## src/logic/rv_pkg.sv

```systemverilog
package rv_pkg;

  localparam int XLEN = 32;
  localparam int REG_ADDR_W = 5;
  localparam int NUM_REGS = 32;
  localparam int MEM_WORDS = 1024;
  localparam int MEM_ADDR_W = $clog2(MEM_WORDS);

  typedef logic [XLEN-1:0] word_t;
  typedef logic [REG_ADDR_W-1:0] reg_addr_t;

  // base opcodes of RV32I
  typedef enum logic [6:0] {
    OP_LOAD     = 7'b00_000_11,
    OP_MISC_MEM = 7'b00_011_11,
    OP_IMM      = 7'b00_100_11,
    OP_AUIPC    = 7'b00_101_11,
    OP_STORE    = 7'b01_000_11,
    OP_REG      = 7'b01_100_11,
    OP_LUI      = 7'b01_101_11,
    OP_BRANCH   = 7'b11_000_11,
    OP_JALR     = 7'b11_001_11,
    OP_JAL      = 7'b11_011_11,
    OP_SYSTEM   = 7'b11_100_11
  } opcode_e;

  // branch conditions
  localparam logic [2:0] F3_BEQ = 3'b000;
  localparam logic [2:0] F3_BNE = 3'b001;
  localparam logic [2:0] F3_BLT = 3'b100;
  localparam logic [2:0] F3_BGE = 3'b101;
  localparam logic [2:0] F3_BLTU = 3'b110;
  localparam logic [2:0] F3_BGEU = 3'b111;

  // load and store widths
  localparam logic [2:0] F3_LB = 3'b000;
  localparam logic [2:0] F3_LH = 3'b001;
  localparam logic [2:0] F3_LW = 3'b010;
  localparam logic [2:0] F3_LBU = 3'b100;
  localparam logic [2:0] F3_LHU = 3'b101;
  localparam logic [2:0] F3_SB = 3'b000;
  localparam logic [2:0] F3_SH = 3'b001;
  localparam logic [2:0] F3_SW = 3'b010;

  // integer ops, shared by register and immediate forms
  localparam logic [2:0] F3_ADD = 3'b000;
  localparam logic [2:0] F3_SLL = 3'b001;
  localparam logic [2:0] F3_SLT = 3'b010;
  localparam logic [2:0] F3_SLTU = 3'b011;
  localparam logic [2:0] F3_XOR = 3'b100;
  localparam logic [2:0] F3_SR = 3'b101;
  localparam logic [2:0] F3_OR = 3'b110;
  localparam logic [2:0] F3_AND = 3'b111;

  localparam logic [6:0] FUNCT7_BASE = 7'b000_0000;
  localparam logic [6:0] FUNCT7_ALT = 7'b010_0000;

  typedef enum logic [3:0] {
    ALU_ADD, ALU_SUB, ALU_SLL, ALU_SLT, ALU_SLTU,
    ALU_XOR, ALU_SRL, ALU_SRA, ALU_OR, ALU_AND
  } alu_op_e;

  typedef struct packed {
    logic [6:0] funct7;
    reg_addr_t  rs2;
    reg_addr_t  rs1;
    logic [2:0] funct3;
    reg_addr_t  rd;
    opcode_e    opcode;
  } r_fmt_t;

  typedef struct packed {
    logic [11:0] imm;
    reg_addr_t   rs1;
    logic [2:0]  funct3;
    reg_addr_t   rd;
    opcode_e     opcode;
  } i_fmt_t;

  typedef struct packed {
    logic [6:0] imm_11_5;
    reg_addr_t  rs2;
    reg_addr_t  rs1;
    logic [2:0] funct3;
    logic [4:0] imm_4_0;
    opcode_e    opcode;
  } s_fmt_t;

  typedef struct packed {
    logic       imm_12;
    logic [5:0] imm_10_5;
    reg_addr_t  rs2;
    reg_addr_t  rs1;
    logic [2:0] funct3;
    logic [3:0] imm_4_1;
    logic       imm_11;
    opcode_e    opcode;
  } b_fmt_t;

  typedef struct packed {
    logic [19:0] imm_31_12;
    reg_addr_t   rd;
    opcode_e     opcode;
  } u_fmt_t;

  typedef struct packed {
    logic       imm_20;
    logic [9:0] imm_10_1;
    logic       imm_11;
    logic [7:0] imm_19_12;
    reg_addr_t  rd;
    opcode_e    opcode;
  } j_fmt_t;

  // one fetched word, seen through each format
  typedef union packed {
    r_fmt_t r;
    i_fmt_t i;
    s_fmt_t s;
    b_fmt_t b;
    u_fmt_t u;
    j_fmt_t j;
  } insn_u;

  typedef enum logic [1:0] {
    WB_ALU, WB_LOAD, WB_LINK, WB_UPPER
  } wb_sel_e;

  typedef struct packed {
    reg_addr_t  rd;
    reg_addr_t  rs1;
    reg_addr_t  rs2;
    alu_op_e    alu_op;
    logic       src_b_imm;
    logic       src_a_pc;
    logic       reg_we;
    wb_sel_e    wb_sel;
    logic       is_branch;
    logic [2:0] funct3;
    logic       is_jal;
    logic       is_jalr;
    logic       is_load;
    logic       is_store;
    logic       is_ecall;
  } ctrl_t;

  typedef struct packed {
    word_t      addr;
    word_t      wdata;
    logic [3:0] byte_en;
  } dbus_t;

  typedef struct packed {
    logic                  we;
    logic [MEM_ADDR_W-1:0] addr;
    word_t                 data;
  } prog_t;

endpackage

```

## src/logic/rv_alu.sv

```systemverilog
module rv_alu (
  input  rv_pkg::alu_op_e i_op,
  input  rv_pkg::word_t   i_a,
  input  rv_pkg::word_t   i_b,
  output rv_pkg::word_t   o_result
);

  logic [4:0] shamt;

  assign shamt = i_b[4:0];

  always_comb begin
    case (i_op)
      rv_pkg::ALU_ADD:  o_result = i_a + i_b;
      rv_pkg::ALU_SUB:  o_result = i_a - i_b;
      rv_pkg::ALU_SLL:  o_result = i_a << shamt;
      rv_pkg::ALU_SLT: begin
        o_result = ($signed(i_a) < $signed(i_b)) ? 32'd1 : 32'd0;
      end
      rv_pkg::ALU_SLTU: begin
        o_result = (i_a < i_b) ? 32'd1 : 32'd0;
      end
      rv_pkg::ALU_XOR:  o_result = i_a ^ i_b;
      rv_pkg::ALU_SRL:  o_result = i_a >> shamt;
      // arithmetic shift keeps the sign bit
      rv_pkg::ALU_SRA:  o_result = $unsigned($signed(i_a) >>> shamt);
      rv_pkg::ALU_OR:   o_result = i_a | i_b;
      rv_pkg::ALU_AND:  o_result = i_a & i_b;
      default:          o_result = '0;
    endcase
  end

endmodule

```

## config.mk

```make
export PLATFORM = sky130hd
export DESIGN_NAME = rv_alu
export DESIGN_NICKNAME = d
export VERILOG_FILES = /design/src/logic/rv_pkg.sv /design/src/logic/rv_alu.sv
export SDC_FILE = /design/constraint.sdc
export NUM_CORES = 1
export LEC_CHECK = 0
export ABC_CLOCK_PERIOD_IN_PS = 5200
export CAP_MARGIN = 20
export CORE_MARGIN = 2
export CORE_UTILIZATION = 50
export DETAILED_ROUTE_END_ITERATION = 8
export DONT_BUFFER_PORTS = 1
export PLACE_DENSITY = 0.65
export SLEW_MARGIN = 25
export SYNTH_ARGS = -nofsm -noshare
export SYNTH_HDL_FRONTEND = slang
export SYNTH_SLANG_ARGS = --single-unit
```

## constraint.sdc

```tcl
create_clock -name vclk -period 5.2
set_input_delay 0.26 -clock vclk [all_inputs]
set_output_delay 0.26 -clock vclk [all_outputs]
set_load 0.01 [all_outputs]
```

# Word level (Yosys, flattened, before mapping)
# Index checks and enable logic that the tools add are counted.
# W data, S select, Z words.
dict set report classes {
  add_sub_neg 2
  n_lt_le_gt_ge 2
  n_eq_ne 9
  shifts 3
  mux 3
  bitwise_logic 3
  reduce_logical 1
}
# cell count
set op_table {}
lappend op_table {{$pmux W32 S10} 1}
lappend op_table {{$lt A32 B32 Y1} 2}
lappend op_table {{$add A32 B32 Y32} 1}
lappend op_table {{$and A32 B32 Y32} 1}
lappend op_table {{$or A32 B32 Y32} 1}
lappend op_table {{$shl A32 B5 Y32} 1}
lappend op_table {{$shr A32 B5 Y32} 1}
lappend op_table {{$sshr A32 B5 Y32} 1}
lappend op_table {{$sub A32 B32 Y32} 1}
lappend op_table {{$xor A32 B32 Y32} 1}
lappend op_table {{$eq A4 B3 Y1 const B} 4}
lappend op_table {{$eq A4 B2 Y1 const B} 2}
lappend op_table {{$eq A4 B4 Y1 const B} 2}
lappend op_table {{$eq A4 B1 Y1 const B} 1}
lappend op_table {{$logic_not A4 Y1} 1}
lappend op_table {{$mux W1} 2}
dict set report totals {
  ff_bits 0
  inputBits 68
  out_inout_bits 32
  elab_cells 23
}

# Depth between registers and ports, before layout
dict set report logic_depth {
  depth_word 3
  mapped_depth 17
  mapped_depth_nobuf 13
}

# Worst setup path after synthesis
# OpenSTA, ideal clock, no wires.
dict set report synth_path {
  path_type {input to output}
  start {input port i_b[2]}
  end {output port o_result[31]}
  t_arrival_ns 3.861
  t_required_ns 4.940
  slack_ns 1.079
  path_stages 17
  path_buffers 5
  path_cell_list {inv_1 -> buf_2 -> buf_2 -> buf_1 -> buf_2 -> ha_1 -> buf_4 -> o211a_1 -> a211oi_1 -> o31a_1 -> a21o_1 -> a21oi_1 -> a221o_1 -> a41oi_1 -> o41ai_2 -> xnor2_1 -> o211ai_1}
}
dict set report synth_between {
  elab_chain_len 2
  elab_cells_between_ends 6
  cone_classes {add/sub (2); shift (3); mux (1)}
}
# element line_no
set synth_rtl {}
lappend synth_rtl {{from (decl)} rv_alu.sv:4} ;# input rv_pkg::word_t i_b,
lappend synth_rtl {{$sub A32 B32 Y32 (tied with other cells)} rv_alu.sv:15} ;# rv_pkg::ALU_SUB: o_result = i_a - i_b;
lappend synth_rtl {{$pmux W32 S10 (*)} rv_alu.sv:13} ;# case (i_op)
lappend synth_rtl {{to (decl)} rv_alu.sv:5} ;# output rv_pkg::word_t o_result
# Mark *: on every way between the ends. The rest lies on a longest branch, timed or not.

# Worst setup path after layout
dict set report layout_path {
  start {input port i_b[4]}
  end {output port o_result[26]}
}
# Same word-level chain as after synthesis.

==> run_results.csv <==
group,metric,value,unit
yosys,yosys.area_share.simple,22.98,%
yosys,synth-compound-area-share,40.03,%
floorplanning,io_pins,100,
place,dp_slack,1.383,ns
floorplanning,die_area,0.01716,mm^2
yosys,synth_top_family_by_area,"compound AO/OA/AOI/OAI gates",
yosys,synth_seq_area_share,0,%
yosys,yosys_warnings,0,
critical_path,cp.required,4.94,ns
yosys,synth_top_area_share,15.36,%
status,status,"finished, final reports clean",
hold_path,worstHoldPathType,"primary input to output pin",
global_routing,track_usage,40.93,%
final_layout,nClkBuffers,0,
timing,layout_min_cycle_time,3.963,ns
floorplanning,start_util,50.95,%
yosys,synthXorXnorAreaFrac,2.064,%
critical_path,setup.worst_path.start_class,"primary input",
place,dp_hpwl,28620,um
detailed_routing,drt-initial-drc-count,1385,
place,place_area,0.008018,mm^2
yosys,synthAdderAreaFrac,15.86,%
timing,tightest_slew,0.9692,ns
yosys,synth_top_area_cell,"ha_1",
timing,slew_violations,0,
detailed_routing,drt_wl_total,36740,um
yosys,muxShareOfSynthArea,9.635,%
final_layout,seqCellArea,0,um^2
place,gp_congestion,1.086,
detailed_routing,routed-via-count,9962,
critical_path,crit_path_end_kind,"output pin",
final_layout,multiInputGateArea,0.007312,mm^2
detailed_routing,ant_nets,0,
final_layout,nFlopsAndLatches,0,
detailed_routing,vias_per_cell,7.030,
floorplanning,core_area,0.01583,mm^2
final_layout,nFillCells,1745,
floorplanning,std_cell_rows,46,
detailed_routing,post_drt_wl_per_cell,25.93,um
final_layout,fin_nets,1371,
timing,finalHoldViolations,0,
clocking,cts-resized-gates,0,
critical_path,cp-startpoint,"i_b[4]",
global_routing,antenna_found_initial,1,
critical_path,critPathMaxFanout,47,
clocking,ctsHoldBuffers,0,
yosys,syn_area,0.008064,mm^2
yosys,synthCells,1287,
timing,clock.fmax,0.2523,GHz
critical_path,cpPeakStageDelay,0.48,ns
yosys,yosysUniqueCellTypes,78,
run,drv_cap,0,
global_routing,grt_overflow,0,
critical_path,path_class,"primary input to output pin",
final_layout,syn_to_final_growth,-0.5431,%
hold_path,hold_depth,1,
timing,post-route-period-util,76.21,%
timing,relSlewSlack,34.57,%
yosys,synth.avg_cell_area,6.266,um^2
yosys,synth_nets,1456,
timing,hold_slack,0.7415,ns
final_layout,drive_gt1_share,4.250,%
yosys,synth_area_leaders,"ha_1, nor2_1, o21ai_0",
detailed_routing,dr.pass1.iters,7,
global_routing,grt_pass1_vias,8777,
timing,report.final.setup_viol,0,
floorplanning,die_h,131.0,um
timing,tns,0,ns
global_routing,grt_max_degree,101,
critical_path,endpoint,"o_result[26]",
detailed_routing,drc,0,
floorplanning,die_w,131.0,um
global_routing,grt_pass1_wl,53370,um
final_layout,final_area,0.008020,mm^2
place,port_buffers,0,
critical_path,critPathSlowestCell,"inv_1",
timing,rsz0062_at_grt,"no",
timing,setup_ws,1.237,ns
critical_path,worstPathCellList,"inv_1 -> ha_1 -> and2b_1 -> a2111oi_4 -> o41ai_4 -> o41ai_2 -> nor4_1 -> nor3b_1 -> o41a_1 -> a311oi_2 -> nor3_1 -> a211o_1",
clocking,post_cts_buffers,0,
critical_path,arrival,3.70,ns
cell type report:
class,count,share of cell area (%)
multi-input cells,1097,91.17
repair buffers,13,1.217
inverters,90,4.212
well taps,216,3.370
diodes,1,0.03120
metal layers:
| layer | GRT usage, % | wire length, um |
|---|---|---|
| met5 | 0 | 0 |
| met4 | 11.95 | 1432 |
| met3 | 10.79 | 5106 |
| met2 | 59.04 | 14900 |
| met1 | 59.26 | 15300 |
critical path, delay by kind of cell:
| family | cells | cell delay, ns |
|---|---|---|
| fa+ha+maj | 1 | 0.46 |
| simple gates | 4 | 0.96 |
| compound gates | 6 | 1.54 |
| buf+inv | 1 | 0.48 |
cells in the mapped netlist, drive strengths merged, types with 19 or more instances:
| library cell | number |
|---|---|
| nand2 | 105 |
| a221oi | 19 |
| a21oi | 129 |
| mux2i | 54 |
| ha | 99 |
| a211oi | 22 |
| a21o | 24 |
| o21ai | 136 |
| inv | 89 |
| clkbuf | 59 |
| nand3 | 25 |
| a31oi | 22 |
| nor3 | 30 |
| buf | 41 |
| nor2 | 185 |
| o211ai | 27 |
worst min-delay path by stage:
stage | slack, ns | start | to
after floorplan | 0.83 | i_b[31] | o_result[31]
final | 0.74 | i_b[4] | o_result[3]
after global placement | 0.72 | i_b[4] | o_result[3]
after global routing | 0.74 | i_b[4] | o_result[3]
after CTS | 0.73 | i_b[4] | o_result[3]
after detailed placement | 0.73 | i_b[4] | o_result[3]
cell families after synthesis:
logic type,count (synthesis)
AND/OR/NAND/NOR,415
XOR/XNOR,19
AO/OA/AOI/OAI,492
adder cells (fa/ha/maj),101
buffers and inverters,190
multiplexers,70
per-stage QoR:
| step | std cells | utilization (%) |
|---|---|---|
| 2_1_floorplan | 1287 | - |
| 3_3_place_gp | 1416 | 50.66 |
| 3_5_place_dp | 1416 | 50.66 |
| 4_1_cts | 1416 | 50.66 |
| 5_1_grt | 1416 | 50.66 |
| 6_report | 1417 | 50.67 |
placed cells by master, fill, tap and decap left out, types with 12 or more instances in the layout:
master,count
a21oi_1,129
nor2b_1,12
a21o_1,24
inv_1,88
o211ai_1,27
nand3_1,25
a31oi_1,22
a211o_1,13
o21ai_0,133
ha_1,99
nor3_1,27
a221oi_1,19
xnor2_1,16
o221ai_1,13
nand2_1,104
nor2_1,183
a211oi_1,22
buf_4,13
nand2b_1,14
mux2i_1,54
