**src/logic/rv_pkg.sv**
```systemverilog
package rv_pkg;

  localparam int XLEN = 32;
  localparam int REG_ADDR_W = 5;
  localparam int NUM_REGS = 32;
  localparam int MEM_WORDS = 1024;
  localparam int MEM_ADDR_W = $clog2(MEM_WORDS);

  typedef logic [XLEN-1:0] word_t;
  typedef logic [REG_ADDR_W-1:0] reg_addr_t;

  // base opcodes of RV32I
  typedef enum logic [6:0] {
    OP_LOAD     = 7'b00_000_11,
    OP_MISC_MEM = 7'b00_011_11,
    OP_IMM      = 7'b00_100_11,
    OP_AUIPC    = 7'b00_101_11,
    OP_STORE    = 7'b01_000_11,
    OP_REG      = 7'b01_100_11,
    OP_LUI      = 7'b01_101_11,
    OP_BRANCH   = 7'b11_000_11,
    OP_JALR     = 7'b11_001_11,
    OP_JAL      = 7'b11_011_11,
    OP_SYSTEM   = 7'b11_100_11
  } opcode_e;

  // branch conditions
  localparam logic [2:0] F3_BEQ = 3'b000;
  localparam logic [2:0] F3_BNE = 3'b001;
  localparam logic [2:0] F3_BLT = 3'b100;
  localparam logic [2:0] F3_BGE = 3'b101;
  localparam logic [2:0] F3_BLTU = 3'b110;
  localparam logic [2:0] F3_BGEU = 3'b111;

  // load and store widths
  localparam logic [2:0] F3_LB = 3'b000;
  localparam logic [2:0] F3_LH = 3'b001;
  localparam logic [2:0] F3_LW = 3'b010;
  localparam logic [2:0] F3_LBU = 3'b100;
  localparam logic [2:0] F3_LHU = 3'b101;
  localparam logic [2:0] F3_SB = 3'b000;
  localparam logic [2:0] F3_SH = 3'b001;
  localparam logic [2:0] F3_SW = 3'b010;

  // integer ops, shared by register and immediate forms
  localparam logic [2:0] F3_ADD = 3'b000;
  localparam logic [2:0] F3_SLL = 3'b001;
  localparam logic [2:0] F3_SLT = 3'b010;
  localparam logic [2:0] F3_SLTU = 3'b011;
  localparam logic [2:0] F3_XOR = 3'b100;
  localparam logic [2:0] F3_SR = 3'b101;
  localparam logic [2:0] F3_OR = 3'b110;
  localparam logic [2:0] F3_AND = 3'b111;

  localparam logic [6:0] FUNCT7_BASE = 7'b000_0000;
  localparam logic [6:0] FUNCT7_ALT = 7'b010_0000;

  typedef enum logic [3:0] {
    ALU_ADD, ALU_SUB, ALU_SLL, ALU_SLT, ALU_SLTU,
    ALU_XOR, ALU_SRL, ALU_SRA, ALU_OR, ALU_AND
  } alu_op_e;

  typedef struct packed {
    logic [6:0] funct7;
    reg_addr_t  rs2;
    reg_addr_t  rs1;
    logic [2:0] funct3;
    reg_addr_t  rd;
    opcode_e    opcode;
  } r_fmt_t;

  typedef struct packed {
    logic [11:0] imm;
    reg_addr_t   rs1;
    logic [2:0]  funct3;
    reg_addr_t   rd;
    opcode_e     opcode;
  } i_fmt_t;

  typedef struct packed {
    logic [6:0] imm_11_5;
    reg_addr_t  rs2;
    reg_addr_t  rs1;
    logic [2:0] funct3;
    logic [4:0] imm_4_0;
    opcode_e    opcode;
  } s_fmt_t;

  typedef struct packed {
    logic       imm_12;
    logic [5:0] imm_10_5;
    reg_addr_t  rs2;
    reg_addr_t  rs1;
    logic [2:0] funct3;
    logic [3:0] imm_4_1;
    logic       imm_11;
    opcode_e    opcode;
  } b_fmt_t;

  typedef struct packed {
    logic [19:0] imm_31_12;
    reg_addr_t   rd;
    opcode_e     opcode;
  } u_fmt_t;

  typedef struct packed {
    logic       imm_20;
    logic [9:0] imm_10_1;
    logic       imm_11;
    logic [7:0] imm_19_12;
    reg_addr_t  rd;
    opcode_e    opcode;
  } j_fmt_t;

  // one fetched word, seen through each format
  typedef union packed {
    r_fmt_t r;
    i_fmt_t i;
    s_fmt_t s;
    b_fmt_t b;
    u_fmt_t u;
    j_fmt_t j;
  } insn_u;

  typedef enum logic [1:0] {
    WB_ALU, WB_LOAD, WB_LINK, WB_UPPER
  } wb_sel_e;

  typedef struct packed {
    reg_addr_t  rd;
    reg_addr_t  rs1;
    reg_addr_t  rs2;
    alu_op_e    alu_op;
    logic       src_b_imm;
    logic       src_a_pc;
    logic       reg_we;
    wb_sel_e    wb_sel;
    logic       is_branch;
    logic [2:0] funct3;
    logic       is_jal;
    logic       is_jalr;
    logic       is_load;
    logic       is_store;
    logic       is_ecall;
  } ctrl_t;

  typedef struct packed {
    word_t      addr;
    word_t      wdata;
    logic [3:0] byte_en;
  } dbus_t;

  typedef struct packed {
    logic                  we;
    logic [MEM_ADDR_W-1:0] addr;
    word_t                 data;
  } prog_t;

endpackage

```
**src/logic/rv_decoder.sv**
```systemverilog
module rv_decoder (
  input  rv_pkg::insn_u i_insn,
  output rv_pkg::ctrl_t o_ctrl,
  output rv_pkg::word_t o_imm
);

  rv_pkg::word_t imm_i;
  rv_pkg::word_t imm_s;
  rv_pkg::word_t imm_b;
  rv_pkg::word_t imm_u;
  rv_pkg::word_t imm_j;
  logic [2:0] funct3;
  logic [6:0] funct7;

  assign funct3 = i_insn.r.funct3;
  assign funct7 = i_insn.r.funct7;

  // sign-extended immediate for each format
  assign imm_i = {{20{i_insn.i.imm[11]}}, i_insn.i.imm};
  assign imm_s = {{20{i_insn.s.imm_11_5[6]}}, i_insn.s.imm_11_5, i_insn.s.imm_4_0};
  assign imm_b = {{20{i_insn.b.imm_12}}, i_insn.b.imm_11, i_insn.b.imm_10_5,
                  i_insn.b.imm_4_1, 1'b0};
  assign imm_u = {i_insn.u.imm_31_12, 12'b0};
  assign imm_j = {{12{i_insn.j.imm_20}}, i_insn.j.imm_19_12, i_insn.j.imm_11,
                  i_insn.j.imm_10_1, 1'b0};

  // alt selects sub or arithmetic shift
  function automatic rv_pkg::alu_op_e alu_decode(input logic [2:0] f3, input logic alt);
    rv_pkg::alu_op_e op;
    case (f3)
      rv_pkg::F3_ADD:  op = alt ? rv_pkg::ALU_SUB : rv_pkg::ALU_ADD;
      rv_pkg::F3_SLL:  op = rv_pkg::ALU_SLL;
      rv_pkg::F3_SLT:  op = rv_pkg::ALU_SLT;
      rv_pkg::F3_SLTU: op = rv_pkg::ALU_SLTU;
      rv_pkg::F3_XOR:  op = rv_pkg::ALU_XOR;
      rv_pkg::F3_SR:   op = alt ? rv_pkg::ALU_SRA : rv_pkg::ALU_SRL;
      rv_pkg::F3_OR:   op = rv_pkg::ALU_OR;
      default:         op = rv_pkg::ALU_AND;
    endcase
    return op;
  endfunction

  always_comb begin
    o_ctrl = '0;
    o_ctrl.rd = i_insn.r.rd;
    o_ctrl.rs1 = i_insn.r.rs1;
    o_ctrl.rs2 = i_insn.r.rs2;
    o_ctrl.funct3 = funct3;
    o_ctrl.alu_op = rv_pkg::ALU_ADD;
    o_ctrl.wb_sel = rv_pkg::WB_ALU;
    o_imm = '0;
    case (i_insn.r.opcode)
      rv_pkg::OP_LUI: begin
        o_imm = imm_u;
        o_ctrl.reg_we = 1'b1;
        o_ctrl.wb_sel = rv_pkg::WB_UPPER;
      end
      rv_pkg::OP_AUIPC: begin
        o_imm = imm_u;
        o_ctrl.src_a_pc = 1'b1;
        o_ctrl.src_b_imm = 1'b1;
        o_ctrl.reg_we = 1'b1;
      end
      rv_pkg::OP_JAL: begin
        o_imm = imm_j;
        o_ctrl.is_jal = 1'b1;
        o_ctrl.reg_we = 1'b1;
        o_ctrl.wb_sel = rv_pkg::WB_LINK;
      end
      rv_pkg::OP_JALR: begin
        o_imm = imm_i;
        if (funct3 == 3'b000) begin
          o_ctrl.is_jalr = 1'b1;
          o_ctrl.src_b_imm = 1'b1;
          o_ctrl.reg_we = 1'b1;
          o_ctrl.wb_sel = rv_pkg::WB_LINK;
        end
      end
      rv_pkg::OP_BRANCH: begin
        o_imm = imm_b;
        // 010 and 011 are not branch codes
        o_ctrl.is_branch = (funct3 != 3'b010) && (funct3 != 3'b011);
      end
      rv_pkg::OP_LOAD: begin
        o_imm = imm_i;
        o_ctrl.src_b_imm = 1'b1;
        o_ctrl.wb_sel = rv_pkg::WB_LOAD;
        if (funct3 == rv_pkg::F3_LB || funct3 == rv_pkg::F3_LH || funct3 == rv_pkg::F3_LW ||
            funct3 == rv_pkg::F3_LBU || funct3 == rv_pkg::F3_LHU) begin
          o_ctrl.is_load = 1'b1;
          o_ctrl.reg_we = 1'b1;
        end
      end
      rv_pkg::OP_STORE: begin
        o_imm = imm_s;
        o_ctrl.src_b_imm = 1'b1;
        o_ctrl.is_store = (funct3 == rv_pkg::F3_SB) || (funct3 == rv_pkg::F3_SH) ||
                          (funct3 == rv_pkg::F3_SW);
      end
      rv_pkg::OP_IMM: begin
        o_imm = imm_i;
        o_ctrl.src_b_imm = 1'b1;
        o_ctrl.alu_op = alu_decode(funct3,
                                   (funct3 == rv_pkg::F3_SR) && (funct7 == rv_pkg::FUNCT7_ALT));
        // shift immediates carry funct7 in the upper bits
        if (funct3 == rv_pkg::F3_SLL) begin
          o_ctrl.reg_we = (funct7 == rv_pkg::FUNCT7_BASE);
        end else if (funct3 == rv_pkg::F3_SR) begin
          o_ctrl.reg_we = (funct7 == rv_pkg::FUNCT7_BASE) || (funct7 == rv_pkg::FUNCT7_ALT);
        end else begin
          o_ctrl.reg_we = 1'b1;
        end
      end
      rv_pkg::OP_REG: begin
        o_ctrl.alu_op = alu_decode(funct3, funct7 == rv_pkg::FUNCT7_ALT);
        o_ctrl.reg_we = (funct7 == rv_pkg::FUNCT7_BASE) ||
                        ((funct7 == rv_pkg::FUNCT7_ALT) &&
                         (funct3 == rv_pkg::F3_ADD || funct3 == rv_pkg::F3_SR));
      end
      rv_pkg::OP_SYSTEM: begin
        o_ctrl.is_ecall = (i_insn.i.imm == '0) && (i_insn.i.rs1 == '0) &&
                          (funct3 == 3'b000) && (i_insn.i.rd == '0);
      end
      default: begin
        // fence and unknown opcodes fall through as no-ops
      end
    endcase
  end

endmodule

```
**config.mk**
```make
export PLATFORM = sky130hd
export DESIGN_NAME = rv_decoder
export DESIGN_NICKNAME = d
export VERILOG_FILES = /design/src/logic/rv_pkg.sv /design/src/logic/rv_decoder.sv
export SDC_FILE = /design/constraint.sdc
export NUM_CORES = 1
export LEC_CHECK = 0
export BUFFER_PORTS_ARGS = -buffer_cell sky130_fd_sc_hd__buf_2
export CAP_MARGIN = 20
export CORE_MARGIN = 10
export CORE_UTILIZATION = 38
export DETAILED_ROUTE_END_ITERATION = 10
export PLACE_DENSITY = 0.95
export SYNTH_ARGS = -nofsm -noshare
export SYNTH_HDL_FRONTEND = slang
export SYNTH_SLANG_ARGS = --single-unit
```
**constraint.sdc**
```tcl
create_clock -name vclk -period 1.52
set_clock_uncertainty 0.1 [all_clocks]
set_input_delay 0.076 -clock vclk [all_inputs]
set_output_delay 0.076 -clock vclk [all_outputs]
set_load 0.03 [all_outputs]
```
---- Yosys cells after proc, flatten, opt, wreduce, memory -nomap -nowiden ----
Cells that the tools add are included.
W data, S select, Z words.
storage, ports and cells
  word-level logic and storage cells ...... 64
  output and inout port bits .............. 65
  input port bits ......................... 32
  bits in registers ....................... 0
cells by class
  eq/ne operators ......................... 19
  multiplexer cells ....................... 23
  reduce and logical (&&, ||, !) cells .... 22
operators with widths
  kind                  count
  $pmux W32 S5          1
  $pmux W4 S7           2
  $eq A7 B6 Y1 const B  4
  $eq A7 B7 Y1 const B  4
  $mux W1               15
  $eq A7 B5 Y1 const B  2
  $logic_not A12 Y1     1
  $logic_not A5 Y1      2
  $eq A3 B3 Y1 const B  3
  $pmux W2 S4           1
  $pmux W4 S2           1
  $eq A7 B2 Y1 const B  1
  $logic_not A7 Y1      1
  $logic_or A1 B1 Y1    7
  $eq A3 B2 Y1 const B  2
  $logic_and A1 B1 Y1   6
  $ne A3 B2 Y1 const B  2
  $reduce_or A3 Y1      2
  $pmux W1 S5           1
  $reduce_or A4 Y1      1
  $eq A3 B1 Y1 const B  1
  $logic_not A3 Y1      1
  $mux W3               1
  $pmux W1 S2           1
  $reduce_or A2 Y1      1

---- Longest topological paths before layout ----
  word-level depth ........................ 7
  mapped depth ............................ 6
  depth with buffers taken out ............ 5

---- Worst setup path after synthesis ----
OpenSTA, ideal clock, no wires.
  path type ............................... input to output
  start point ............................. input port i_insn[3] (netlist name)
  end point ............................... output port o_ctrl[1] (netlist name)
  buffers on the path ..................... 1
  data arrival time ....................... 1778 ps
  setup slack ............................. -434 ps
  cell stages on the path ................. 4
  required time ........................... 1344 ps
  path through ............................ buf_2 > nand4bb_4 > or2_1 > nor4b_1
RTL lines
  what                RTL line         RTL
  start: declaration  rv_decoder.sv:2  input rv_pkg::insn_u i_insn,
  end: declaration    rv_decoder.sv:3  output rv_pkg::ctrl_t o_ctrl,

---- Worst setup path after layout ----
  start point ............................. input port i_insn[2] (netlist name)
  end point ............................... output port o_imm[7]
on the way
  cells in the longest elaborated chain, start to end .. 3
  elaborated cells between the ends (all ways) .. 11
  those cells by class .................... eq/ne: 8; mux: 1; reduce/logical: 2
RTL lines
  what                                                                   RTL line          RTL
  $eq A7 B5 Y1 (tied with other cells)                                   rv_decoder.sv:52  case (i_insn.r.opcode)
  $reduce_or A3 Y1 (no line) / $reduce_or A2 Y1 (equally long branches)  -
  $pmux W32 S5 *                                                         rv_decoder.sv:52
  end: declaration                                                       rv_decoder.sv:4   output rv_pkg::word_t o_imm
Every way passes the cells marked *; elsewhere a longest branch is shown, timed or not.

==> impl_metrics.py <==
metrics = {
    "outcome": {
        "run_status": "finished with violations",
        "violations": "setup timing",
    },
    "critical_path": {
        "crit_slowest_cell": "sky130_fd_sc_hd__and4bb_2",
        "critical_path.cell_chain": "buf_2 -> and4bb_2 -> nor2b_2 -> nor2_1 -> buf_4 -> nor2b_1 -> buf_4",
        "critical_path.top_delay_family": "simple AND/OR/NAND/NOR gates",
        "required_ps": 1340,
        "worst_path_most_repeated_cell": "sky130_fd_sc_hd__buf_4",
        "crit_arrival_ps": 1370,
        "critical_path_cell_count": 7,
        "timing.critical_path.fanout_max": 6,
        "endpoint": "o_imm[7]",
        "end_kind": "primary output",
        "critPathBufInv": 3,
        "critical-path-max-stage-delay_ps": 330,
        "crit_path_start_kind": "input pin",
        "critPathLaunch": "i_insn[2]",
        "path_class": "in2out",
    },
    "final_layout": {
        "multi_input_comb_area_um2": 918,
        "clkbuf_count": 0,
        "layout.cells.most_common": "sky130_fd_sc_hd__buf_2",
        "final.fill_count": 210,
        "register_area_um2": 0,
        "syn_to_final_growth_pct": 70.7,
        "postLayoutCoreUtil": 0.680,
        "antenna-diode-count": 0,
        "seq_cell_count": 0,
        "commonest_cells_after_routing_fill_and_taps_aside": "87 x sky130_fd_sc_hd__buf_2, 31 x sky130_fd_sc_hd__nand2_1, 28 x sky130_fd_sc_hd__buf_4",
        "finish.net_count": 283,
        "post_route_cells_drive_above_1_share": 0.618,
    },
    "sta": {
        "finalHoldViolCount": 0,
        "report.final.slew_viol_count": 0,
        "timing.setup.tns_ps": -32.5,
        "setup-violations-final": 2,
        "max_frequency_mhz": 649,
        "worst_slew_pin_slew_ps": 310,
        "rsz0062_at_grt": "true",
        "timing.slew.headroom": 0.792,
        "fin_crit_sh": 1.01,
        "post-route-worst-setup-slack_ps": -21.5,
        "final.min_clock_period_ps": 1540,
    },
    "place": {
        "detailedPlacementHpwl_mm": 3.99,
        "buffer_ports.inserted": 97,
        "gp_congestion": 0.931,
    },
    "global_routing": {
        "initial_antenna_violation_count": 0,
        "via_count_of_the_first_global_routing_pass": 1531,
        "globalRouteOverflowTotal": 0,
        "pin_count_of_the_biggest_net_entering_global_routing": 14,
        "grtUsageTotal": 0.166,
        "first_pass_grt_wire_length_mm": 7.36,
    },
    "die": {
        "core_region_area_um2": 2480,
        "die-area_um2": 5040,
        "start_util": 0.398,
        "fp-row-count": 18,
        "die_height_um": 71.0,
        "io-pin-count": 97,
        "die_width_um": 71.0,
    },
    "yosys": {
        "yosys-top-cells-area": "sky130_fd_sc_hd__buf_4 14%, sky130_fd_sc_hd__nand2_1 12%, sky130_fd_sc_hd__a21o_1 6.1%, sky130_fd_sc_hd__nor2b_1 4.4%, sky130_fd_sc_hd__nor2_1 4.2%",
        "synth.yosys.warnings": 0,
        "netlist-cell-type-count": 46,
        "syn_avg_cell_area_um2": 6.41,
        "synth_area_um2": 987,
        "part_of_the_yosys_area_used_for_sequential_elements": 0,
        "postSynthNetCount": 186,
        "synth_top_area_cell": "sky130_fd_sc_hd__buf_4",
        "synth_top_area_share": 0.144,
        "syn-instance-count": 154,
    },
    "detailed_routing": {
        "detail_route.iter0.violations": 55,
        "vias_per_cell": 5.58,
        "routed_wl_mm": 5.01,
        "route.detailed.wl_per_inst_um": 18.0,
        "dr.pass1.iters": 4,
        "postRouteAntennaNets": 0,
        "route.vias.total": 1556,
        "drc_errors": 0,
    },
    "min_path": {
        "hold_path_class": "in2out",
        "worstHoldPathCells": 2,
    },
    "pwr": {
        "power_leakage_nw": 0.985,
        "vdd_ir_drop_max_uv": 192,
        "cellPowerDensity_nw_per_um2": 242,
    },
    "clock_network": {
        "cts_hold_repair.buffers": 0,
    },
    "flow_run": {
        "cap_violations": 0,
    },
}
where the power goes:
part | internal, W | switching [W]
Combinational | 0.000149 | 0.000258
Clock | 0 | 0
Sequential | 0 | 0
how the worst min path moves through the flow:
stage	startpoint	slack, ps	end
6_report	i_insn[16]	340	o_ctrl[24]
5_1_grt	i_insn[15]	340	o_ctrl[23]
4_1_cts	i_insn[19]	340	o_ctrl[27]
3_5_place_dp	i_insn[19]	340	o_ctrl[27]
3_3_place_gp	i_insn[18]	330	o_ctrl[26]
2_1_floorplan	i_insn[20]	180	o_ctrl[18]
synth_stat cells, types with 3 or more instances:
cell type / count
sky130_fd_sc_hd__nand2_1: 31
sky130_fd_sc_hd__buf_4: 19
sky130_fd_sc_hd__nor2_1: 11
sky130_fd_sc_hd__a21o_1: 8
sky130_fd_sc_hd__buf_2: 7
sky130_fd_sc_hd__nor2b_1: 7
sky130_fd_sc_hd__nor3_1: 5
sky130_fd_sc_hd__a22o_1: 4
sky130_fd_sc_hd__inv_1: 4
sky130_fd_sc_hd__nor4_1: 4
sky130_fd_sc_hd__a21oi_1: 3
sky130_fd_sc_hd__nand2b_1: 3
sky130_fd_sc_hd__o21a_1: 3
sky130_fd_sc_hd__o21ai_0: 3
per-stage QoR:
stage	hold slack (ps)	area (um2)	setup slack [ps]	power [W]	std cells
after global placement	334	1560	-89.2	0.000366	277
after global routing	341	1690	-93.0	0.000432	279
after CTS	336	1570	1.21	0.000377	277
final	336	1690	-21.5	0.000407	279
after detailed placement	336	1560	-165	0.000375	277
after floorplan	184	1030	-39.8	0.000248	154
kinds of logic (layout without fill, tap and decap cells):
kind of cell    after synthesis  in the layout  synth area share
compound gates               33             33             0.253
xor+xnor                      1              1           0.00887
buf+inv                      31            125             0.199
mux                           3              3            0.0330
simple gates                 86             87             0.506
layer usage:
metal	part of all wire	up-vias	global-route usage	routed length (um)
li1	-	721	-	-
met1	0.37	730	0.173	1860
met2	0.51	95	0.317	2570
met3	0.098	10	0.0502	489
met4	0.020	0	0.0344	99
met5	0	-	0	0
timing repair:
item,CTS,global route
gates cloned,0,1
gates resized for setup,4,30
pin swaps,0,3
buffers inserted,0,1
endpoints found under the setup margin,13,32
layout make-up:
type,count,area share
Timing Repair Buffer,121,0.424
Tap cell,30,0.0223
Inverter,4,0.00891
Multi-Input combinational cell,124,0.545
No activity file was read; power rests on OpenSTA's default activity.
