### config.mk
export PLATFORM = sky130hd
export DESIGN_NAME = rv_pc_unit
export DESIGN_NICKNAME = d
export VERILOG_FILES = /design/src/logic/rv_pkg.sv /design/src/logic/rv_pc_unit.sv
export SDC_FILE = /design/constraint.sdc
export NUM_CORES = 1
export LEC_CHECK = 0
export BUFFER_PORTS_ARGS = -buffer_cell sky130_fd_sc_hd__buf_2
export CORE_ASPECT_RATIO = 0.75
export CORE_MARGIN = 5
export CORE_UTILIZATION = 45
export CTS_CLUSTER_DIAMETER = 100
export DETAILED_ROUTE_END_ITERATION = 10
export PLACE_DENSITY = 0.85
export SLEW_MARGIN = 25
export SYNTH_ARGS = -nofsm -noshare
export SYNTH_HDL_FRONTEND = slang
export SYNTH_SLANG_ARGS = --single-unit
### constraint.sdc
create_clock -name clk -period 8.3 [get_ports clk]
set_input_delay 1.66 -clock clk [delete_from_list [all_inputs] [get_ports clk]]
set_output_delay 1.66 -clock clk [all_outputs]
set_load 0.03 [all_outputs]
### src/logic/rv_pkg.sv
package rv_pkg;

  localparam int XLEN = 32;
  localparam int REG_ADDR_W = 5;
  localparam int NUM_REGS = 32;
  localparam int MEM_WORDS = 1024;
  localparam int MEM_ADDR_W = $clog2(MEM_WORDS);

  typedef logic [XLEN-1:0] word_t;
  typedef logic [REG_ADDR_W-1:0] reg_addr_t;

  // base opcodes of RV32I
  typedef enum logic [6:0] {
    OP_LOAD     = 7'b00_000_11,
    OP_MISC_MEM = 7'b00_011_11,
    OP_IMM      = 7'b00_100_11,
    OP_AUIPC    = 7'b00_101_11,
    OP_STORE    = 7'b01_000_11,
    OP_REG      = 7'b01_100_11,
    OP_LUI      = 7'b01_101_11,
    OP_BRANCH   = 7'b11_000_11,
    OP_JALR     = 7'b11_001_11,
    OP_JAL      = 7'b11_011_11,
    OP_SYSTEM   = 7'b11_100_11
  } opcode_e;

  // branch conditions
  localparam logic [2:0] F3_BEQ = 3'b000;
  localparam logic [2:0] F3_BNE = 3'b001;
  localparam logic [2:0] F3_BLT = 3'b100;
  localparam logic [2:0] F3_BGE = 3'b101;
  localparam logic [2:0] F3_BLTU = 3'b110;
  localparam logic [2:0] F3_BGEU = 3'b111;

  // load and store widths
  localparam logic [2:0] F3_LB = 3'b000;
  localparam logic [2:0] F3_LH = 3'b001;
  localparam logic [2:0] F3_LW = 3'b010;
  localparam logic [2:0] F3_LBU = 3'b100;
  localparam logic [2:0] F3_LHU = 3'b101;
  localparam logic [2:0] F3_SB = 3'b000;
  localparam logic [2:0] F3_SH = 3'b001;
  localparam logic [2:0] F3_SW = 3'b010;

  // integer ops, shared by register and immediate forms
  localparam logic [2:0] F3_ADD = 3'b000;
  localparam logic [2:0] F3_SLL = 3'b001;
  localparam logic [2:0] F3_SLT = 3'b010;
  localparam logic [2:0] F3_SLTU = 3'b011;
  localparam logic [2:0] F3_XOR = 3'b100;
  localparam logic [2:0] F3_SR = 3'b101;
  localparam logic [2:0] F3_OR = 3'b110;
  localparam logic [2:0] F3_AND = 3'b111;

  localparam logic [6:0] FUNCT7_BASE = 7'b000_0000;
  localparam logic [6:0] FUNCT7_ALT = 7'b010_0000;

  typedef enum logic [3:0] {
    ALU_ADD, ALU_SUB, ALU_SLL, ALU_SLT, ALU_SLTU,
    ALU_XOR, ALU_SRL, ALU_SRA, ALU_OR, ALU_AND
  } alu_op_e;

  typedef struct packed {
    logic [6:0] funct7;
    reg_addr_t  rs2;
    reg_addr_t  rs1;
    logic [2:0] funct3;
    reg_addr_t  rd;
    opcode_e    opcode;
  } r_fmt_t;

  typedef struct packed {
    logic [11:0] imm;
    reg_addr_t   rs1;
    logic [2:0]  funct3;
    reg_addr_t   rd;
    opcode_e     opcode;
  } i_fmt_t;

  typedef struct packed {
    logic [6:0] imm_11_5;
    reg_addr_t  rs2;
    reg_addr_t  rs1;
    logic [2:0] funct3;
    logic [4:0] imm_4_0;
    opcode_e    opcode;
  } s_fmt_t;

  typedef struct packed {
    logic       imm_12;
    logic [5:0] imm_10_5;
    reg_addr_t  rs2;
    reg_addr_t  rs1;
    logic [2:0] funct3;
    logic [3:0] imm_4_1;
    logic       imm_11;
    opcode_e    opcode;
  } b_fmt_t;

  typedef struct packed {
    logic [19:0] imm_31_12;
    reg_addr_t   rd;
    opcode_e     opcode;
  } u_fmt_t;

  typedef struct packed {
    logic       imm_20;
    logic [9:0] imm_10_1;
    logic       imm_11;
    logic [7:0] imm_19_12;
    reg_addr_t  rd;
    opcode_e    opcode;
  } j_fmt_t;

  // one fetched word, seen through each format
  typedef union packed {
    r_fmt_t r;
    i_fmt_t i;
    s_fmt_t s;
    b_fmt_t b;
    u_fmt_t u;
    j_fmt_t j;
  } insn_u;

  typedef enum logic [1:0] {
    WB_ALU, WB_LOAD, WB_LINK, WB_UPPER
  } wb_sel_e;

  typedef struct packed {
    reg_addr_t  rd;
    reg_addr_t  rs1;
    reg_addr_t  rs2;
    alu_op_e    alu_op;
    logic       src_b_imm;
    logic       src_a_pc;
    logic       reg_we;
    wb_sel_e    wb_sel;
    logic       is_branch;
    logic [2:0] funct3;
    logic       is_jal;
    logic       is_jalr;
    logic       is_load;
    logic       is_store;
    logic       is_ecall;
  } ctrl_t;

  typedef struct packed {
    word_t      addr;
    word_t      wdata;
    logic [3:0] byte_en;
  } dbus_t;

  typedef struct packed {
    logic                  we;
    logic [MEM_ADDR_W-1:0] addr;
    word_t                 data;
  } prog_t;

endpackage

### src/logic/rv_pc_unit.sv
module rv_pc_unit (
  input  logic          clk,
  input  logic          rst,
  input  logic          i_run,
  input  rv_pkg::ctrl_t i_ctrl,
  input  rv_pkg::word_t i_imm,
  input  rv_pkg::word_t i_rs1_data,
  input  rv_pkg::word_t i_rs2_data,
  input  rv_pkg::word_t i_alu_result,
  output rv_pkg::word_t o_pc,
  output rv_pkg::word_t o_link,
  output logic          o_halt
);

  rv_pkg::word_t pc_q;
  rv_pkg::word_t pc_next;
  logic halt_q;
  logic taken;

  always_comb begin
    case (i_ctrl.funct3)
      rv_pkg::F3_BEQ:  taken = (i_rs1_data == i_rs2_data);
      rv_pkg::F3_BNE:  taken = (i_rs1_data != i_rs2_data);
      rv_pkg::F3_BLT:  taken = ($signed(i_rs1_data) < $signed(i_rs2_data));
      rv_pkg::F3_BGE:  taken = ($signed(i_rs1_data) >= $signed(i_rs2_data));
      rv_pkg::F3_BLTU: taken = (i_rs1_data < i_rs2_data);
      rv_pkg::F3_BGEU: taken = (i_rs1_data >= i_rs2_data);
      default:         taken = 1'b0;
    endcase
  end

  always_comb begin
    pc_next = o_link;
    if (i_ctrl.is_jal || (i_ctrl.is_branch && taken)) begin
      pc_next = pc_q + i_imm;
    end else if (i_ctrl.is_jalr) begin
      pc_next = {i_alu_result[31:1], 1'b0};
    end
  end

  // ecall leaves the pc on itself and halt sticks until reset
  always_ff @(posedge clk) begin
    if (rst) begin
      pc_q <= '0;
      halt_q <= 1'b0;
    end else if (i_run && !halt_q) begin
      if (i_ctrl.is_ecall) begin
        halt_q <= 1'b1;
      end else begin
        pc_q <= pc_next;
      end
    end
  end

  assign o_pc = pc_q;
  assign o_link = pc_q + 32'd4;
  assign o_halt = halt_q;

endmodule

# Word level (Yosys, flattened, before mapping)

Index checks and enable logic that the tools add are counted.
Widths: inputs -> output; s select.

Output and inout port bits: 65
Input bits: 164
Bits in registers: 33

Add/subtract/negate cells: 2
Bitwise gates (word level): 1
Reduce and logical (&&, ||, !) cells: 7
Equal/unequal tests: 7
Mux-type cells: 3
Magnitude comparators: 4

Operators with widths:

| operator              | count |
|---|---|
| $ge 32x32->1          | 2 |
| $lt 32x32->1          | 2 |
| $mux 32               | 2 |
| $add 32x3->32 const B | 1 |
| $add 32x32->32        | 1 |
| $eq 32x32->1          | 1 |
| $ne 32x32->1          | 1 |
| $eq 3x3->1 const B    | 4 |
| $pmux 1 s6            | 1 |
| $reduce_and 2->1      | 2 |
| $eq 3x1->1 const B    | 1 |
| $logic_not 3->1       | 1 |
| $logic_and 1x1->1     | 2 |
| $logic_not 1->1       | 1 |
| $logic_or 1x1->1      | 1 |
| $not 1->1             | 1 |

# Longest topological paths before layout

Gate-level depths: netlist of the first run.

Depth after elaboration: 5
Depth in mapped cells: 13

# Least setup slack after synthesis of the first run

No wires, ideal clock.

Path type: input to register
Start: in i_imm[0]
End: reg pc_q[30] (netlist: o_pc[30])
Cell stages on the path: 12
Arrival time: 4.081 ns
Library setup time: 0.126 ns
Path slack: 4.093 ns
Path buffers: 0
Path through: ha_1 inv_1 fa_1 nor2b_1 o2111ai_1 a311o_1 a2111oi_4 o21ai_1 a21boi_0 o31a_1 mux2i_1 a31oi_1

Word-level cells in the longest chain between the ends: 2

RTL lines:

| what                 | RTL line         | RTL |
|---|---|---|
| from (decl)          | rv_pc_unit.sv:6  | `input rv_pkg::word_t i_imm,` |
| $add 32x32->32       | rv_pc_unit.sv:35 | `pc_next = pc_q + i_imm;` |
| $mux 32              | rv_pc_unit.sv:34 | `if (i_ctrl.is_jal \|\| (i_ctrl.is_branch && taken)) begin` |
| to (signal assigned) | rv_pc_unit.sv:50 | `pc_q <= pc_next;` |
| to (decl)            | rv_pc_unit.sv:15 | `rv_pkg::word_t pc_q;` |

Every way passes these cells.
A chain may end at the register's enable or synchronous reset.

# Worst setup path in the final report of the first run

Start: in i_imm[1]
End: reg pc_q[31] (netlist: o_pc[31])

The elaborated chain is that of the path after synthesis.

==> results of run 1 <==
-- report_power, final --
part	switching (W)	total, W	internal [W]
combinational	0.000212	0.000367	0.000155
sequential	0.0000207	0.000191	0.000171
clock	0.0000703	0.000220	0.000150
total	0.000303	0.000779	0.000475
-- worst max-delay path, delay by kind of cell --
kind / cells / cell delay (ns)
buffers and inverters: 1 / 0.11
adders and majority gates: 1 / 0.30
AOI/OAI and AO/OA: 9 / 2.81
-- metal layers --
layer | wire length (µm) | vias to the layer above | share of wire | global-route usage
li1 | - | 2655 | - | -
met1 | 7100 | 2372 | 0.47 | 0.311
met2 | 6690 | 216 | 0.44 | 0.356
met3 | 1060 | 23 | 0.070 | 0.0279
met4 | 277 | 0 | 0.018 | 0.0575
met5 | 0 | - | 0 | 0
-- metrics by stage --
step,instances,power (W)
4_1_cts,946,0.000779
6_report,947,0.000779
5_1_grt,947,0.000830
2_1_floorplan,618,0.000453
3_5_place_dp,938,0.000553
3_3_place_gp,938,0.000547
-- worst max path at each step --
stage / from / endpoint / slack [ns]
2_1_floorplan: i_imm[0] / o_pc[30] / 4.09
3_3_place_gp: i_rs2_data[31] / o_pc[1] / 3.32
3_5_place_dp: i_rs1_data[13] / o_pc[0] / 3.29
4_1_cts: i_rs1_data[13] / o_pc[0] / 3.57
5_1_grt: i_imm[1] / o_pc[31] / 3.45
6_report: i_imm[1] / o_pc[31] / 3.59
-- sequential cells by signal (all words and copies together) (netlist names) --
signal / count
o_halt: 1
o_pc: 32
-- layout by cell type (no fill, tap or decap), types with 29 or more instances in the layout --
cell type | synthesis | layout
buf_2 | 0 | 201
ha_1 | 64 | 64
a21oi_1 | 60 | 60
inv_1 | 55 | 55
o21ai_0 | 43 | 43
nand2_1 | 35 | 35
xnor2_1 | 33 | 33
nor2_1 | 33 | 33
dfxtp_1 | 33 | 33
mux2i_1 | 29 | 29
-- area by class of cell --
class	count	area, µm²	share of cell area
clock buffers	7	143	0.0233
repair buffers	204	1050	0.171
flip-flops and latches	33	661	0.108
inverters	55	206	0.0337
well taps	136	170	0.0278
multi-input cells	511	3860	0.631
clock inverters	1	30.0	0.00491
-- cells by family after synthesis --
| family | after synthesis | share of synthesized area |
|---|---|---|
| muxes | 50 | 0.109 |
| AOI/OAI and AO/OA | 191 | 0.256 |
| buffers and inverters | 74 | 0.0652 |
| adders and majority gates | 65 | 0.170 |
| and+or+nand+nor | 151 | 0.166 |
| xor gates and xnor gates | 54 | 0.0978 |
| DFF | 33 | 0.137 |
==> results.yml, run 1 <==
run_status:
  status: "complete, no violations"
floorplanning:
  die-width_um: 130
  start_util: 0.464
  die_area_um2: 12900
  io_pins: 229
  rows: 32
  core_area_um2: 10400
  die_h_um: 99.8
clocking:
  cts_tree: "built"
  clkSinkCount: 33
  cts_buffers: 5
  post_cts_resize_count: 0
  cts.path.max_buffers: 2
  cts.clk_slew.worst_paths_ns: 0.06
  clock_latency_ns: 0.27
  post-cts-setup-buffers: 0
  cts_max_level: 2
  holdBufCountCts: 0
  cts_root_buffer: "clkbuf_16"
layout:
  layout-drive-gt1-share: 0.302
  final_cell_area_um2: 6120
  area_growth_pct: 26.5
  final.fill_count: 969
  antenna_cells: 0
  nNetsFinal: 1039
  fin_util: 0.588
synthesis:
  syn_area_per_cell_um2: 7.82
  synth.most_common_cell: "ha_1"
  async_flop_share: 0
  synth_area_leaders: "ha_1 17%, dfxtp_1 14%, a21oi_1 6.2%, mux2i_1 6.0%, xnor2_1 6.0%"
  syn-num-nets: 847
  yosysWarnings: 0
  synth_area_um2: 4830
  synth-seq-cells: 33
  synth-edff-count: 0
  synth_ff_type: "dfxtp_1"
  synth_top_area_frac: 0.166
  ys_types: 68
  yosysSeqAreaShare: 0.137
  synth_common_cells: "64 x ha_1, 60 x a21oi_1, 55 x inv_1"
  yosysTopAreaCell: "ha_1"
  syn_inst: 618
setup_path:
  rrSetupSlack_ns: 4.69
  crit_required_ns: 8.46
  worstSetupEndpointType: "flop"
  timing.rr.end: "o_pc[31]"
  worstReg2RegStart: "o_pc[2]"
  r2r_cells: 10
  cp_slowest_stage_delay_ns: 0.56
  path_max_fanout: 4
  crit_slowest_cell: "a2111oi_0"
  crit_type: "in2reg"
  start_kind: "primary input"
  worstPathArrival_ns: 4.87
  worstPathCellList: "buf_2 -> ha_1 -> a211oi_1 -> o21ai_0 -> a32oi_1 -> a2111oi_0 -> o21ai_0 -> a31oi_1 -> a2111oi_0 -> a41oi_1 -> a211o_1"
sta:
  setup_viol: 0
  fin_ws_ns: 3.59
  hold_violations: 0
  max_freq_ghz: 0.212
  slew_viol_final: 0
  finClkSkew_ns: 0.00420
  fin_crit_ns: 4.71
  setup_tns_ns: 0
  rsz0062_at_grt: "false"
  slew_headroom: 0.362
  whs_ns: 0.490
  period_share: 0.568
  worstMarginPinSlew_ns: 0.956
detailed_routing:
  wl_mm: 15.1
  vias: 5266
  viasPerCell: 5.56
  dr.pass1.iters: 5
  ant_nets: 0
  drt_iter0_drc: 265
  drc: 0
  wl_per_cell_um: 16.0
global_route:
  overflow: 0
  grt_pass1_vias: 5109
  grt_pass1_wl_mm: 24.0
  grt_usage: 0.221
  antenna_found_initial: 0
  grt_max_degree: 57
placement:
  dpl.hpwl_mm: 12.1
  routabilityCongestion: 0.959
  placed_cell_area_um2: 5920
  io_buffer_count: 201
  dpl_worst_slack_ns: 3.29
power:
  ir_worst_vdd_mv: 0.0794
  powerDensity_nw_per_um2: 127
  p_leak_nw: 3.24
hold_path:
  whs_endpoint: "o_halt"
  whs_path_depth: 2
  min_path_type: "reg2reg"
  min-delay-start: "o_halt"
flow_run:
  maxCapViolations: 0
Note: power is estimated with default switching activity, not from simulation.
==> inputs of run 2 (changes only) <==
==> constraint.sdc (replaced) <==
create_clock -name clk -period 4.6 [get_ports clk]
set_input_delay 0.92 -clock clk [delete_from_list [all_inputs] [get_ports clk]]
set_output_delay 0.92 -clock clk [all_outputs]
set_load 0.03 [all_outputs]
==> run 2 against run 1 <==
Flip-flop and latch count unchanged; global-route usage up 0.23 points; core utilization down 0.44 points; clock power up 51%; sequential power up 81%; via count up 0.42%; non-clock buffer count up 1; clock skew down 0.00098 ns; critical path type is now reg2out; largest power group unchanged; highest routed layer unchanged.
==> results.yml, run 2 (synthesized netlist as in run 1, its figures left out) <==
run_status:
  status: "complete, no violations"
clocking:
  cts_max_level: 2
  cts_root_buffer: "clkbuf_16"
  cts.path.max_buffers: 2
  cts.clk_slew.worst_paths_ns: 0.06
  cts_buffers: 5
  cts_tree: "built"
  post-cts-setup-buffers: 0
  post_cts_resize_count: 0
  holdBufCountCts: 0
  clock_latency_ns: 0.28
  clkSinkCount: 33
setup_path:
  crit_required_ns: 3.68
  worstPathArrival_ns: 3.06
  crit_family: "simple AND/OR/NAND/NOR gates"
  crit_slowest_cell: "nor4_1"
  cp_slowest_stage_delay_ns: 0.83
  worstPathCellList: "and4_1 -> nand4_1 -> nor4_1 -> nand3_1 -> xnor2_1 -> buf_2"
  critical_path_buf_inv_count: 1
  path_max_fanout: 8
  crit_type: "reg2out"
  rrSetupSlack_ns: 0.96
  worstReg2RegStart: "o_pc[2]"
  worstSetupEndpointType: "output port"
  start_kind: "flop"
  timing.rr.end: "o_pc[31]"
  r2r_cells: 10
hold_path:
  whs_endpoint: "o_halt"
  min-delay-start: "o_halt"
  min_path_type: "reg2reg"
  whs_path_depth: 2
global_route:
  overflow: 0
  grt_use_met3: 0.0322
  met2_usage: 0.358
  use_met1: 0.310
  grt-busiest-layer: "met2"
  grt_pass1_wl_mm: 24.0
  antenna_found_initial: 0
  grt_usage: 0.223
  grt_max_degree: 35
  grt_pass1_vias: 5108
detailed_routing:
  drt_iter0_drc: 267
  vias: 5288
  ant_nets: 0
  wl_mm: 15.2
  viasPerCell: 5.58
  wl_per_cell_um: 16.0
  dr.pass1.iters: 5
  drc: 0
floorplanning:
  die_area_um2: 12900
  rows: 32
  core_area_um2: 10400
  start_util: 0.464
  io_pins: 229
  die_h_um: 99.8
  die-width_um: 130
flow_run:
  maxCapViolations: 0
sta:
  slew_headroom: 0.378
  rsz0062_at_grt: "false"
  setup_tns_ns: 0
  setup_viol: 0
  hold_violations: 0
  finClkSkew_ns: 0.00322
  slew_viol_final: 0
  fin_crit_ns: 3.98
  worstMarginPinSlew_ns: 0.932
  period_share: 0.865
  whs_ns: 0.504
  max_freq_ghz: 0.251
layout:
  final.fill_count: 976
  final_common_cell: "buf_2"
  layout-drive-gt1-share: 0.303
  area_growth_pct: 25.6
  nNetsFinal: 1040
  antenna_cells: 0
  final_cell_mix: "201 x buf_2, 64 x ha_1, 60 x a21oi_1"
  largest_reg_flops: 32
placement:
  dpl.hpwl_mm: 12.5
  io_buffer_count: 201
  routabilityCongestion: 0.961
power:
  powerDensity_nw_per_um2: 220
  ir_worst_vdd_mv: 0.179
  p_leak_nw: 3.22
run 2: power breakdown:
part / total, W / internal (W) / switching, W
registers: 0.000345 / 0.000308 / 0.0000374
logic: 0.000658 / 0.000276 / 0.000382
clock network: 0.000333 / 0.000199 / 0.000134
run 2: per-layer routing:
| layer | vias up | share of wire |
|---|---|---|
| met5 | - | 0 |
| met4 | 0 | 0.024 |
| met3 | 30 | 0.073 |
| met2 | 197 | 0.44 |
| met1 | 2388 | 0.46 |
| li1 | 2673 | - |
run 2: how the worst max path moves through the flow:
stage / start / endpoint / slack, ns / cells past startpoint
finish: o_pc[2] / o_link[31] / 0.62 / 6
global route: o_pc[2] / o_link[31] / 0.43 / 6
CTS: o_pc[2] / o_link[31] / 0.65 / 6
detailed placement: i_imm[1] / o_pc[31] / 0.48 / 11
global placement: i_imm[1] / o_pc[31] / 0.59 / 11
floorplan: i_imm[0] / o_pc[30] / 1.13 / 12
run 2: area by class of cell:
type	instances	area [µm²]	share of cell area
multi-input combinational	511	3860	0.636
timing repair buffer	205	1040	0.171
sequential	33	661	0.109
inverter	55	206	0.0340
tap	136	170	0.0280
clock buffer	6	129	0.0212
clock inverter	2	10.0	0.00165
run 2: worst min-delay path, stage by stage (launching register included):
cell and delay, ns:
dfxtp_1 0.35, a21oi_1 0.05, nor2_1 0.07
run 2: per-stage QoR:
stage	power [W]	cell area, µm²	utilization	setup WS [ns]	instances
finish	0.00134	6070	0.583	0.620	948
global route	0.00143	6070	0.583	0.431	948
detailed placement	0.00100	5930	0.570	0.476	940
floorplan	0.000817	4830	-	1.13	618
global placement	0.000989	5930	0.570	0.591	940
CTS	0.00134	6070	0.583	0.647	948
